==> src/hw/l2dir_pkg.sv <==
// Widths, types, operation codes and response bit positions shared by the L2 directory pipeline
`default_nettype none

package l2dir_pkg;

	// Cache-line address split
	localparam int LINE_ADDR_WIDTH = 16;
	localparam int L2_SET_WIDTH = 5;
	localparam int L2_NUM_SETS = 32;
	localparam int L2_TAG_WIDTH = 11;
	localparam int L1_SET_WIDTH = 4;
	localparam int L1_NUM_SETS = 16;
	localparam int L1_TAG_WIDTH = 12;
	localparam int NUM_WAYS = 4;
	localparam int WB_DATA_WIDTH = 32;

	typedef logic [LINE_ADDR_WIDTH-1:0] line_addr_t;
	typedef logic [L2_TAG_WIDTH-1:0] l2_tag_t;
	typedef logic [L2_SET_WIDTH-1:0] l2_set_t;
	typedef logic [L1_TAG_WIDTH-1:0] l1_tag_t;
	typedef logic [L1_SET_WIDTH-1:0] l1_set_t;
	typedef logic [$clog2(NUM_WAYS)-1:0] way_t;
	typedef logic [WB_DATA_WIDTH-1:0] wb_data_t;

	// Operation, carried on the Wishbone cycle tag
	typedef enum logic [1:0] {
		OP_LOAD,
		OP_STORE,
		OP_FLUSH,
		OP_FILL
	} l2_op_e;

	typedef enum logic {
		IDLE,
		BUSY
	} tag_state_e;

	// Response word layout, upper bits read as zero
	localparam int RSP_HIT_BIT = 0;
	localparam int RSP_WAY_LSB = 1;
	localparam int RSP_DIRTY_BIT = 3;
	localparam int RSP_L1_HIT_BIT = 4;
	localparam int RSP_L1_WAY_LSB = 5;
	localparam int RSP_OLD_TAG_LSB = 7;
	localparam int RSP_VICTIM_VALID_BIT = 18;

endpackage

`default_nettype wire
==> src/hw/l2dir_stage_ifs.sv <==
// Stage-to-stage interfaces of the L2 directory pipeline, instanced by the top level
`default_nettype none

// Tag stage to directory stage, one pulse per accepted request
interface l2_req_if;
	import l2dir_pkg::*;

	logic valid;
	l2_op_e op;
	line_addr_t addr;
	way_t l1_way;
	// Set contents as they were before this request's fill
	l2_tag_t [NUM_WAYS-1:0] tags;
	logic [NUM_WAYS-1:0] valids;
	way_t fill_way;

	modport ready (
		output valid, op, addr, l1_way, tags, valids, fill_way
	);

	modport dir (
		input valid, op, addr, l1_way, tags, valids, fill_way
	);
endinterface

// Directory stage to response stage
interface l2_result_if;
	import l2dir_pkg::*;

	logic valid;
	logic hit;
	way_t way;
	logic dirty;
	logic l1_hit;
	way_t l1_way;
	l2_tag_t old_tag;
	logic victim_valid;

	modport dir (
		output valid, hit, way, dirty, l1_hit, l1_way, old_tag, victim_valid
	);

	modport resp (
		input valid, hit, way, dirty, l1_hit, l1_way, old_tag, victim_valid
	);
endinterface

`default_nettype wire

==> src/hw/l2_dir_top.sv <==
// Top level of the L2 directory pipeline with a Wishbone classic slave port
`default_nettype none

module l2_dir_top (
	input  logic                  clk,
	input  logic                  reset_n,
	input  logic                  wb_cyc_i,
	input  logic                  wb_stb_i,
	// Operation comes from wb_tgc_i, so write enable is ignored
	input  logic                  wb_we_i,
	input  l2dir_pkg::line_addr_t wb_adr_i,
	input  l2dir_pkg::l2_op_e     wb_tgc_i,
	input  l2dir_pkg::way_t       wb_tga_i,
	output logic                  wb_ack_o,
	output l2dir_pkg::wb_data_t   wb_dat_o
);

	logic release_req;

	l2_req_if req_if ();
	l2_result_if res_if ();

	l2_tag_stage tag_stage (
		.clk      (clk),
		.reset_n  (reset_n),
		.wb_cyc_i (wb_cyc_i),
		.wb_stb_i (wb_stb_i),
		.wb_adr_i (wb_adr_i),
		.wb_tgc_i (wb_tgc_i),
		.wb_tga_i (wb_tga_i),
		.release_i(release_req),
		.req_o    (req_if.ready)
	);

	l2_dir_stage dir_stage (
		.clk    (clk),
		.reset_n(reset_n),
		.req_i  (req_if.dir),
		.res_o  (res_if.dir)
	);

	l2_resp_stage resp_stage (
		.clk      (clk),
		.reset_n  (reset_n),
		.res_i    (res_if.resp),
		.wb_cyc_i (wb_cyc_i),
		.wb_stb_i (wb_stb_i),
		.wb_ack_o (wb_ack_o),
		.wb_dat_o (wb_dat_o),
		.release_o(release_req)
	);

endmodule

`default_nettype wire

==> src/hw/l2_resp_stage.sv <==
// Response stage: packs directory results into the Wishbone read data and acknowledges
`default_nettype none

module l2_resp_stage (
	input  logic                clk,
	input  logic                reset_n,
	l2_result_if.resp           res_i,
	input  logic                wb_cyc_i,
	input  logic                wb_stb_i,
	output logic                wb_ack_o,
	output l2dir_pkg::wb_data_t wb_dat_o,
	output logic                release_o
);
	import l2dir_pkg::*;

	wb_data_t rsp_word;
	logic ack_q;

	always_comb
	begin
		rsp_word = '0;
		rsp_word[RSP_HIT_BIT] = res_i.hit;
		rsp_word[RSP_WAY_LSB +: $bits(way_t)] = res_i.way;
		rsp_word[RSP_DIRTY_BIT] = res_i.dirty;
		rsp_word[RSP_L1_HIT_BIT] = res_i.l1_hit;
		rsp_word[RSP_L1_WAY_LSB +: $bits(way_t)] = res_i.l1_way;
		// Zero unless the request was a fill
		rsp_word[RSP_OLD_TAG_LSB +: L2_TAG_WIDTH] = res_i.old_tag;
		rsp_word[RSP_VICTIM_VALID_BIT] = res_i.victim_valid;
	end

	always_ff @(posedge clk or negedge reset_n)
	begin
		if (!reset_n)
			ack_q <= 1'b0;
		else
			ack_q <= res_i.valid;
	end

	always_ff @(posedge clk)
	begin
		if (res_i.valid)
			wb_dat_o <= rsp_word;
	end

	assign wb_ack_o = ack_q;
	// Frees the tag stage for the next request
	assign release_o = ack_q;

	// The master holds the cycle open until it sees ack
	ack_in_cycle: assert property (@(posedge clk) disable iff (!reset_n)
		wb_ack_o |-> (wb_cyc_i && wb_stb_i));

endmodule

`default_nettype wire

==> src/hw/l2_dir_stage.sv <==
// Directory stage: finds the L2 hit way, tracks dirty bits and the L1 directory, registers results
`default_nettype none

module l2_dir_stage (
	input  logic     clk,
	input  logic     reset_n,
	l2_req_if.dir    req_i,
	l2_result_if.dir res_o
);
	import l2dir_pkg::*;

	logic [NUM_WAYS-1:0] dirty_q [L2_NUM_SETS];

	l2_tag_t req_tag;
	l2_set_t req_set;
	logic is_load;
	logic is_store;
	logic is_flush;
	logic is_fill;
	logic [NUM_WAYS-1:0] hit_vec;
	logic hit;
	way_t hit_way;
	way_t sel_way;
	logic old_dirty;
	logic l1_hit;
	way_t l1_way;
	logic l1_update;

	assign req_tag = req_i.addr[LINE_ADDR_WIDTH-1 -: L2_TAG_WIDTH];
	assign req_set = req_i.addr[L2_SET_WIDTH-1:0];
	assign is_load = req_i.op == OP_LOAD;
	assign is_store = req_i.op == OP_STORE;
	assign is_flush = req_i.op == OP_FLUSH;
	assign is_fill = req_i.op == OP_FILL;

	// Compare against the set snapshot from the tag stage
	always_comb
	begin
		hit_way = '0;
		for (int w = 0; w < NUM_WAYS; w++)
		begin
			hit_vec[w] = req_i.valids[w] && (req_i.tags[w] == req_tag);
			if (hit_vec[w])
				hit_way = way_t'(w);
		end
	end

	assign hit = |hit_vec;

	// A fill reports its victim way, everything else the hit way
	assign sel_way = is_fill ? req_i.fill_way : hit_way;
	assign old_dirty = (hit || is_fill) && dirty_q[req_set][sel_way];

	// Lines handed to the L1 data cache
	assign l1_update = req_i.valid && ((is_load && hit) || is_fill);

	l1_dir_tags l1_dir (
		.clk          (clk),
		.reset_n      (reset_n),
		.lookup_addr_i(req_i.addr),
		.hit_o        (l1_hit),
		.hit_way_o    (l1_way),
		.update_i     (l1_update),
		.update_way_i (req_i.l1_way),
		.update_addr_i(req_i.addr)
	);

	always_ff @(posedge clk or negedge reset_n)
	begin
		if (!reset_n)
		begin
			for (int s = 0; s < L2_NUM_SETS; s++)
				dirty_q[s] <= '0;
		end
		else if (req_i.valid)
		begin
			if (is_fill)
				dirty_q[req_set][req_i.fill_way] <= 1'b0;
			else if (hit && is_store)
				dirty_q[req_set][hit_way] <= 1'b1;
			else if (hit && is_flush)
				dirty_q[req_set][hit_way] <= 1'b0;
		end
	end

	always_ff @(posedge clk or negedge reset_n)
	begin
		if (!reset_n)
			res_o.valid <= 1'b0;
		else
			res_o.valid <= req_i.valid;
	end

	always_ff @(posedge clk)
	begin
		if (req_i.valid)
		begin
			res_o.hit <= hit;
			res_o.way <= sel_way;
			res_o.dirty <= old_dirty;
			res_o.l1_hit <= l1_hit;
			res_o.l1_way <= l1_way;
			// Eviction details only mean something on a fill
			res_o.old_tag <= is_fill ? req_i.tags[req_i.fill_way] : '0;
			res_o.victim_valid <= is_fill && req_i.valids[req_i.fill_way];
		end
	end

	// Tags written by the tag stage must never make two ways match
	single_l2_hit: assert property (@(posedge clk) disable iff (!reset_n)
		req_i.valid |-> $onehot0(hit_vec));

endmodule

`default_nettype wire

==> src/hw/l2_tag_stage.sv <==
// Tag stage: accepts Wishbone requests, holds L2 tags and valids, picks and writes fill ways
`default_nettype none

module l2_tag_stage (
	input  logic                  clk,
	input  logic                  reset_n,
	input  logic                  wb_cyc_i,
	input  logic                  wb_stb_i,
	input  l2dir_pkg::line_addr_t wb_adr_i,
	input  l2dir_pkg::l2_op_e     wb_tgc_i,
	input  l2dir_pkg::way_t       wb_tga_i,
	input  logic                  release_i,
	l2_req_if.ready               req_o
);
	import l2dir_pkg::*;

	tag_state_e state_q;
	l2_tag_t [NUM_WAYS-1:0] tags_q [L2_NUM_SETS];
	logic [NUM_WAYS-1:0] valid_q [L2_NUM_SETS];
	way_t rr_q [L2_NUM_SETS];

	logic accept;
	logic fill_req;
	l2_set_t req_set;
	l2_tag_t req_tag;
	logic [NUM_WAYS-1:0] match_vec;
	way_t fill_way;
	logic rr_advance;

	// Only one Wishbone cycle is in flight, so requests wait for release
	assign accept = (state_q == IDLE) && wb_cyc_i && wb_stb_i;
	assign fill_req = accept && (wb_tgc_i == OP_FILL);
	assign req_set = wb_adr_i[L2_SET_WIDTH-1:0];
	assign req_tag = wb_adr_i[LINE_ADDR_WIDTH-1 -: L2_TAG_WIDTH];

	// Victim choice: matching way, else lowest invalid way, else round robin
	always_comb
	begin
		for (int w = 0; w < NUM_WAYS; w++)
			match_vec[w] = valid_q[req_set][w] && (tags_q[req_set][w] == req_tag);
		fill_way = rr_q[req_set];
		rr_advance = 1'b0;
		if (|match_vec)
		begin
			// Line already present, refill it in place
			for (int w = NUM_WAYS - 1; w >= 0; w--)
				if (match_vec[w])
					fill_way = way_t'(w);
		end
		else if (!(&valid_q[req_set]))
		begin
			for (int w = NUM_WAYS - 1; w >= 0; w--)
				if (!valid_q[req_set][w])
					fill_way = way_t'(w);
		end
		else
			rr_advance = 1'b1;
	end

	always_ff @(posedge clk or negedge reset_n)
	begin
		if (!reset_n)
			state_q <= IDLE;
		else if (accept)
			state_q <= BUSY;
		else if (release_i)
			state_q <= IDLE;
	end

	always_ff @(posedge clk or negedge reset_n)
	begin
		if (!reset_n)
			req_o.valid <= 1'b0;
		else
			req_o.valid <= accept;
	end

	// Request and set snapshot, taken before the fill below lands
	always_ff @(posedge clk)
	begin
		if (accept)
		begin
			req_o.op <= wb_tgc_i;
			req_o.addr <= wb_adr_i;
			req_o.l1_way <= wb_tga_i;
			req_o.tags <= tags_q[req_set];
			req_o.valids <= valid_q[req_set];
			req_o.fill_way <= fill_way;
		end
	end

	always_ff @(posedge clk)
	begin
		if (fill_req)
			tags_q[req_set][fill_way] <= req_tag;
	end

	always_ff @(posedge clk or negedge reset_n)
	begin
		if (!reset_n)
		begin
			for (int s = 0; s < L2_NUM_SETS; s++)
			begin
				valid_q[s] <= '0;
				rr_q[s] <= '0;
			end
		end
		else if (fill_req)
		begin
			valid_q[req_set][fill_way] <= 1'b1;
			if (rr_advance)
				rr_q[req_set] <= rr_q[req_set] + 1'b1;
		end
	end

	function automatic logic set_has_dup(l2_set_t set);
		logic dup;
		dup = 1'b0;
		for (int a = 0; a < NUM_WAYS; a++)
			for (int b = a + 1; b < NUM_WAYS; b++)
				if (valid_q[set][a] && valid_q[set][b] && (tags_q[set][a] == tags_q[set][b]))
					dup = 1'b1;
		return dup;
	endfunction

	// The cycle after a fill, the written set holds distinct valid tags
	fill_unique_tags: assert property (@(posedge clk) disable iff (!reset_n)
		req_o.valid && (req_o.op == OP_FILL)
		|-> !set_has_dup(req_o.addr[L2_SET_WIDTH-1:0]));

endmodule

`default_nettype wire

==> src/hw/l1_dir_tags.sv <==
// Copy of the L1 data cache tag memory, looked up and updated by the directory stage
`default_nettype none

module l1_dir_tags (
	input  logic                  clk,
	input  logic                  reset_n,
	input  l2dir_pkg::line_addr_t lookup_addr_i,
	output logic                  hit_o,
	output l2dir_pkg::way_t       hit_way_o,
	input  logic                  update_i,
	input  l2dir_pkg::way_t       update_way_i,
	input  l2dir_pkg::line_addr_t update_addr_i
);
	import l2dir_pkg::*;

	l1_tag_t tag_q [L1_NUM_SETS][NUM_WAYS];
	logic [NUM_WAYS-1:0] valid_q [L1_NUM_SETS];

	l1_set_t lookup_set;
	l1_tag_t lookup_tag;
	l1_set_t update_set;
	l1_tag_t update_tag;
	logic [NUM_WAYS-1:0] hit_vec;
	logic [NUM_WAYS-1:0] dup_vec;
	logic [NUM_WAYS-1:0] way_sel;

	assign lookup_set = lookup_addr_i[L1_SET_WIDTH-1:0];
	assign lookup_tag = lookup_addr_i[LINE_ADDR_WIDTH-1 -: L1_TAG_WIDTH];
	assign update_set = update_addr_i[L1_SET_WIDTH-1:0];
	assign update_tag = update_addr_i[LINE_ADDR_WIDTH-1 -: L1_TAG_WIDTH];
	assign way_sel = NUM_WAYS'(1) << update_way_i;

	// Lookup sees the state before this cycle's update
	always_comb
	begin
		hit_way_o = '0;
		for (int w = 0; w < NUM_WAYS; w++)
		begin
			hit_vec[w] = valid_q[lookup_set][w] && (tag_q[lookup_set][w] == lookup_tag);
			if (hit_vec[w])
				hit_way_o = way_t'(w);
			// Same line held in another way gets dropped on update
			dup_vec[w] = valid_q[update_set][w] && (tag_q[update_set][w] == update_tag)
				&& !way_sel[w];
		end
	end

	assign hit_o = |hit_vec;

	always_ff @(posedge clk)
	begin
		if (update_i)
			tag_q[update_set][update_way_i] <= update_tag;
	end

	always_ff @(posedge clk or negedge reset_n)
	begin
		if (!reset_n)
		begin
			for (int s = 0; s < L1_NUM_SETS; s++)
				valid_q[s] <= '0;
		end
		else if (update_i)
			valid_q[update_set] <= (valid_q[update_set] & ~dup_vec) | way_sel;
	end

	single_l1_hit: assert property (@(posedge clk) disable iff (!reset_n)
		$onehot0(hit_vec));

endmodule

`default_nettype wire

==> config.mk <==
export PLATFORM = sky130hd
export DESIGN_NAME = l2_dir_top
export DESIGN_NICKNAME = d
export VERILOG_FILES = /design/src/hw/l2dir_pkg.sv /design/src/hw/l2dir_stage_ifs.sv /design/src/hw/l2_dir_top.sv /design/src/hw/l2_resp_stage.sv /design/src/hw/l2_dir_stage.sv /design/src/hw/l2_tag_stage.sv /design/src/hw/l1_dir_tags.sv
export SDC_FILE = /design/constraint.sdc
export NUM_CORES = 2
export LEC_CHECK = 0
export BUFFER_PORTS_ARGS = -buffer_cell sky130_fd_sc_hd__buf_2
export CORE_UTILIZATION = 55
export CTS_BUF_LIST = sky130_fd_sc_hd__clkbuf_4 sky130_fd_sc_hd__clkbuf_8
export DETAILED_ROUTE_END_ITERATION = 8
export GPL_ROUTABILITY_DRIVEN = 0
export PLACE_DENSITY = 0.77
export REMOVE_ABC_BUFFERS = 1
export SLEW_MARGIN = 20
export SYNTH_ARGS = -nofsm -noshare
export SYNTH_HDL_FRONTEND = slang
export SYNTH_SLANG_ARGS = --single-unit
==> constraint.sdc <==
create_clock -name clk -period 11.8 [get_ports clk]
set_input_delay 1.18 -clock clk [delete_from_list [all_inputs] [get_ports clk]]
set_output_delay 1.18 -clock clk [all_outputs]
set_load 0.02 [all_outputs]
==> results.md <==
## Status
• outcome: finished, final reports clean

## Timing
• RSZ-0062 raised after global routing: no
• max-slew violation count: 0
• Peak Freq: 0.1349 GHz
• hold violation count in the final report: 0
• relative slew slack: 20.06%
• measured slew at the worst slew-check pin: 1.199 ns
• Period minus WS final: 7.414 ns
• share of the cycle needed by the critical path after routing: 62.83%
• post-route worst setup slack: 4.386 ns
• Final TNS setup: 0 ns
• Setup violations, final: 0
• final setup skew: 0.09944 ns

## CTS
• number of gates resized after cts: 0
• buffers from clock root to sink, at most: 4
• root cell of the clock tree: clkbuf_8
• total clock sinks: 2,676
• TritonCTS clock tree: built
• number of buffers created by CTS: 418
• H-tree Lvls: 5
• Clock Latency Late Sink: 1.12 ns
• number of post-CTS setup repair buffers: 0
• clock transition at the registers of the reported paths: 0.06 ns
• hold-fix buffer count after cts: 0

## Route
• aggregate routed wire length: 265,700 µm
• total vias in the final route: 57,290
• violation count after the first detailed-route iteration: 7,346
• iteration count of the initial detailed-routing pass: 8
• post-DR vias/cell: 6.466
• number of nets still failing antenna checks after routing: 0
• Routed wire per std cell: 29.99 µm
• final routed DRC violation total: 0

## Critical path
• crit path kind: input pin to flip-flop
• kind of start point of the critical path: input pin
• worst r2r path cells: 10
• required time worst endpoint: 12.46 ns
• Crit path arrival time: 8.07 ns
• Critical R2R Capture: tag_stage.tags_q[9][34]
• reg-to-reg slack, setup: 6.06 ns
• kind of end point of the critical path: flip-flop
• launching point of the worst reg2reg path: tag_stage.tags_q[0][41]
• Worst Path Max Fanout: 38
• Worst Setup EP: tag_stage.tags_q[9][34]
• start point of the critical path: wb_adr_i[0]

## Place
• pre-CTS WS: 3.346 ns
• total of buffers placed on input and output ports: 43
• post-detail-place hpwl: 156,600 µm

## Global routing
• sum of overflow across all layers after global routing: 0
• Overall Global Routing Usage: 26.95%
• first-pass GRT wire length: 385,400 µm
• vias in the first global route: 57,150
• antenna violations before repair: 6
• largest net degree at the start of global routing: 138

## Yosys
• cell types with the highest counts after synthesis: edfxtp_1 (2,284), mux2i_1 (526), mux4_2 (428)
• area share of the largest cell type after synthesis: 64.25%
• number of distinct library cells after synthesis: 67
• flops & latches, synth: 2,676
• EDFF count, synth: 2,284
• Post-synth ARST share: 14.50%
• prevailing post-synth register cell: edfxtp_1
• most frequent cell after synthesis: edfxtp_1
• Avg Synthesized Cell Area: 18.69 µm²
• sequential area share after synthesis: 73.42%
• cell area after synthesis: 0.1068 mm²
• number of synthesis warnings: 0
• gate count of the mapped netlist: 5,712
• largest cells by area after synthesis: edfxtp_1 (64%), dfrtp_1 (9.1%), mux4_2 (9.0%), mux2i_1 (4.9%), o22ai_1 (1.5%)
• largest area contributor in the synthesized netlist: edfxtp_1

## Floorplan
• row count: 161
• Die Outline Area: 0.1959 mm²
• core region area: 0.1926 mm²
• width of the die: 442.6 µm
• height of the die: 442.6 µm
• starting density of the core: 55.43%
• number of I/O pins: 58

## Pwr
• pwr dens: 155.6 mW/mm²
• relative contribution of combinational cells to total power: 2.9%
• Internal Dissipation: 0.01444 W
• Net Switching: 0.003917 W
• proportion of power drawn by flip-flops and latches: 55.7%
• maximum vdd ir drop: 0.1323 mV
• switching part of the total: 21.33%
• Clk network pwr share: 41.4%
• Leakage Power: 41.10 nW

## Cells and area
• Syn-to-layout area delta: 10.54%
• layout net count: 6,021
• fill count: 13,160
• layout cells sized above 1: 24.62%

## Min path
• Tightest Hold Check Type: input pin to async pin

## Job
• Maximum Capacitance Violations: 0

[registers in the layout, summed over array words and instances (netlist names), 2 cells and up, named ones only]
| signal | count |
|---|---|
| tag_stage.req_o.op | 2 |
| dir_stage.res_o.l1_way | 2 |
| tag_stage.req_o.valids | 4 |
| tag_stage.rr_q | 64 |
| tag_stage.tags_q | 1408 |
| tag_stage.req_o.tags | 44 |
| resp_stage.wb_dat_o | 19 |
| dir_stage.l1_dir.tag_q | 768 |
| dir_stage.l1_dir.valid_q | 64 |
| tag_stage.req_o.l1_way | 2 |
| dir_stage.res_o.old_tag | 11 |
| tag_stage.req_o.addr | 16 |
| tag_stage.req_o.fill_way | 2 |
| dir_stage.res_o.way | 2 |
| tag_stage.valid_q | 128 |
[placed cells by master (no fill, tap or decap), types with 76 or more instances in the layout]
master | Yosys | layout
buf_4 | 59 | 174
clkbuf_4 | 0 | 133
clkbuf_8 | 0 | 441
clkinv_1 | 0 | 94
dfrtp_1 | 388 | 387
edfxtp_1 | 2284 | 2284
mux2_2 | 129 | 129
mux2i_1 | 526 | 526
mux4_2 | 428 | 428
nand2_1 | 143 | 142
nor2_1 | 151 | 127
nor4_1 | 76 | 76
o21ai_0 | 266 | 266
o22ai_1 | 256 | 256
xnor2_1 | 107 | 106
[metal layers]
layer,global-route usage [%],part of all wire (%),routed length (µm),vias to the layer above
met1,35.60,37,97030,29450
met2,42.86,48,128200,3428
met4,13.93,5.6,14780,0
met3,5.344,9.7,25700,774
li1,-,-,-,23640
met5,0,0,0,-
[worst min-delay path by stage]
| stage | startpoint | to | slack [ns] | depth (start not counted) |
|---|---|---|---|---|
| floorplan | dir_stage.res_o.hit | resp_stage.wb_dat_o[0] | 0.40 | 0 |
| global placement | dir_stage.res_o.l1_hit | resp_stage.wb_dat_o[4] | 0.40 | 0 |
| detailed placement | dir_stage.res_o.l1_way[0] | resp_stage.wb_dat_o[5] | 0.41 | 0 |
| CTS | reset_n | tag_stage.valid_q[72] | 0.09 | 1 |
| global route | reset_n | tag_stage.valid_q[72] | 0.16 | 1 |
| finish | reset_n | tag_stage.valid_q[72] | 0.11 | 1 |
[stage by stage]
stage / power (W) / area [µm²] / std cells / hold slack (ns) / util (%)
final: 0.01836 / 118000 / 8860 / 0.1130 / 61.28
after global routing: 0.01884 / 118000 / 8860 / 0.1609 / 61.28
after CTS: 0.01841 / 117900 / 8852 / 0.08664 / 61.21
after detailed placement: 0.01094 / 109800 / 8100 / 0.4061 / 57.01
after global placement: 0.01093 / 109700 / 8100 / 0.4035 / 56.97
after floorplan: 0.01062 / 104700 / 5361 / 0.4003 / -
[power groups by stage]
stage	clock network [W]	registers (W)	logic, W
2_1_floorplan	0	0.0104	0.000194
3_3_place_gp	0	0.0104	0.000511
3_5_place_dp	0	0.0104	0.000521
4_1_cts	0.00766	0.0102	0.000522
5_1_grt	0.00808	0.0102	0.000549
6_report	0.00760	0.0102	0.000532
[area by class of cell]
type,instances,area [µm²],share of cell area [%]
antenna,6,15.01,0.01272
clock buffer,574,7068,5.989
clock inverter,178,1033,0.8758
inverter,13,52.55,0.04453
multi-input combinational,2672,26620,22.55
sequential,2676,78390,66.43
tap,2526,3161,2.678
timing repair buffer,215,1675,1.420
[logic make-up after synthesis]
family | after synthesis | synth area share (%)
simple gates | 724 | 3.721
buf+inv | 376 | 2.056
flops | 2676 | 73.42
compound gates | 711 | 4.029
mux | 1101 | 15.76
other cells | 1 | 0.003513
xor+xnor | 123 | 1.009
[critical path: stages]
cell	delay (ns)
buf_8	0.20
buf_4	0.38
nand4b_1	0.92
buf_4	0.57
o22ai_1	0.18
nor4_1	0.88
nand2_1	0.38
xnor2_1	0.25
nand4_1	0.23
or2_1	0.21
nand3_2	0.09
buf_4	0.31
or3b_2	0.82
buf_4	0.40
nor2_1	0.92
No activity file was read; power rests on OpenSTA's default activity.
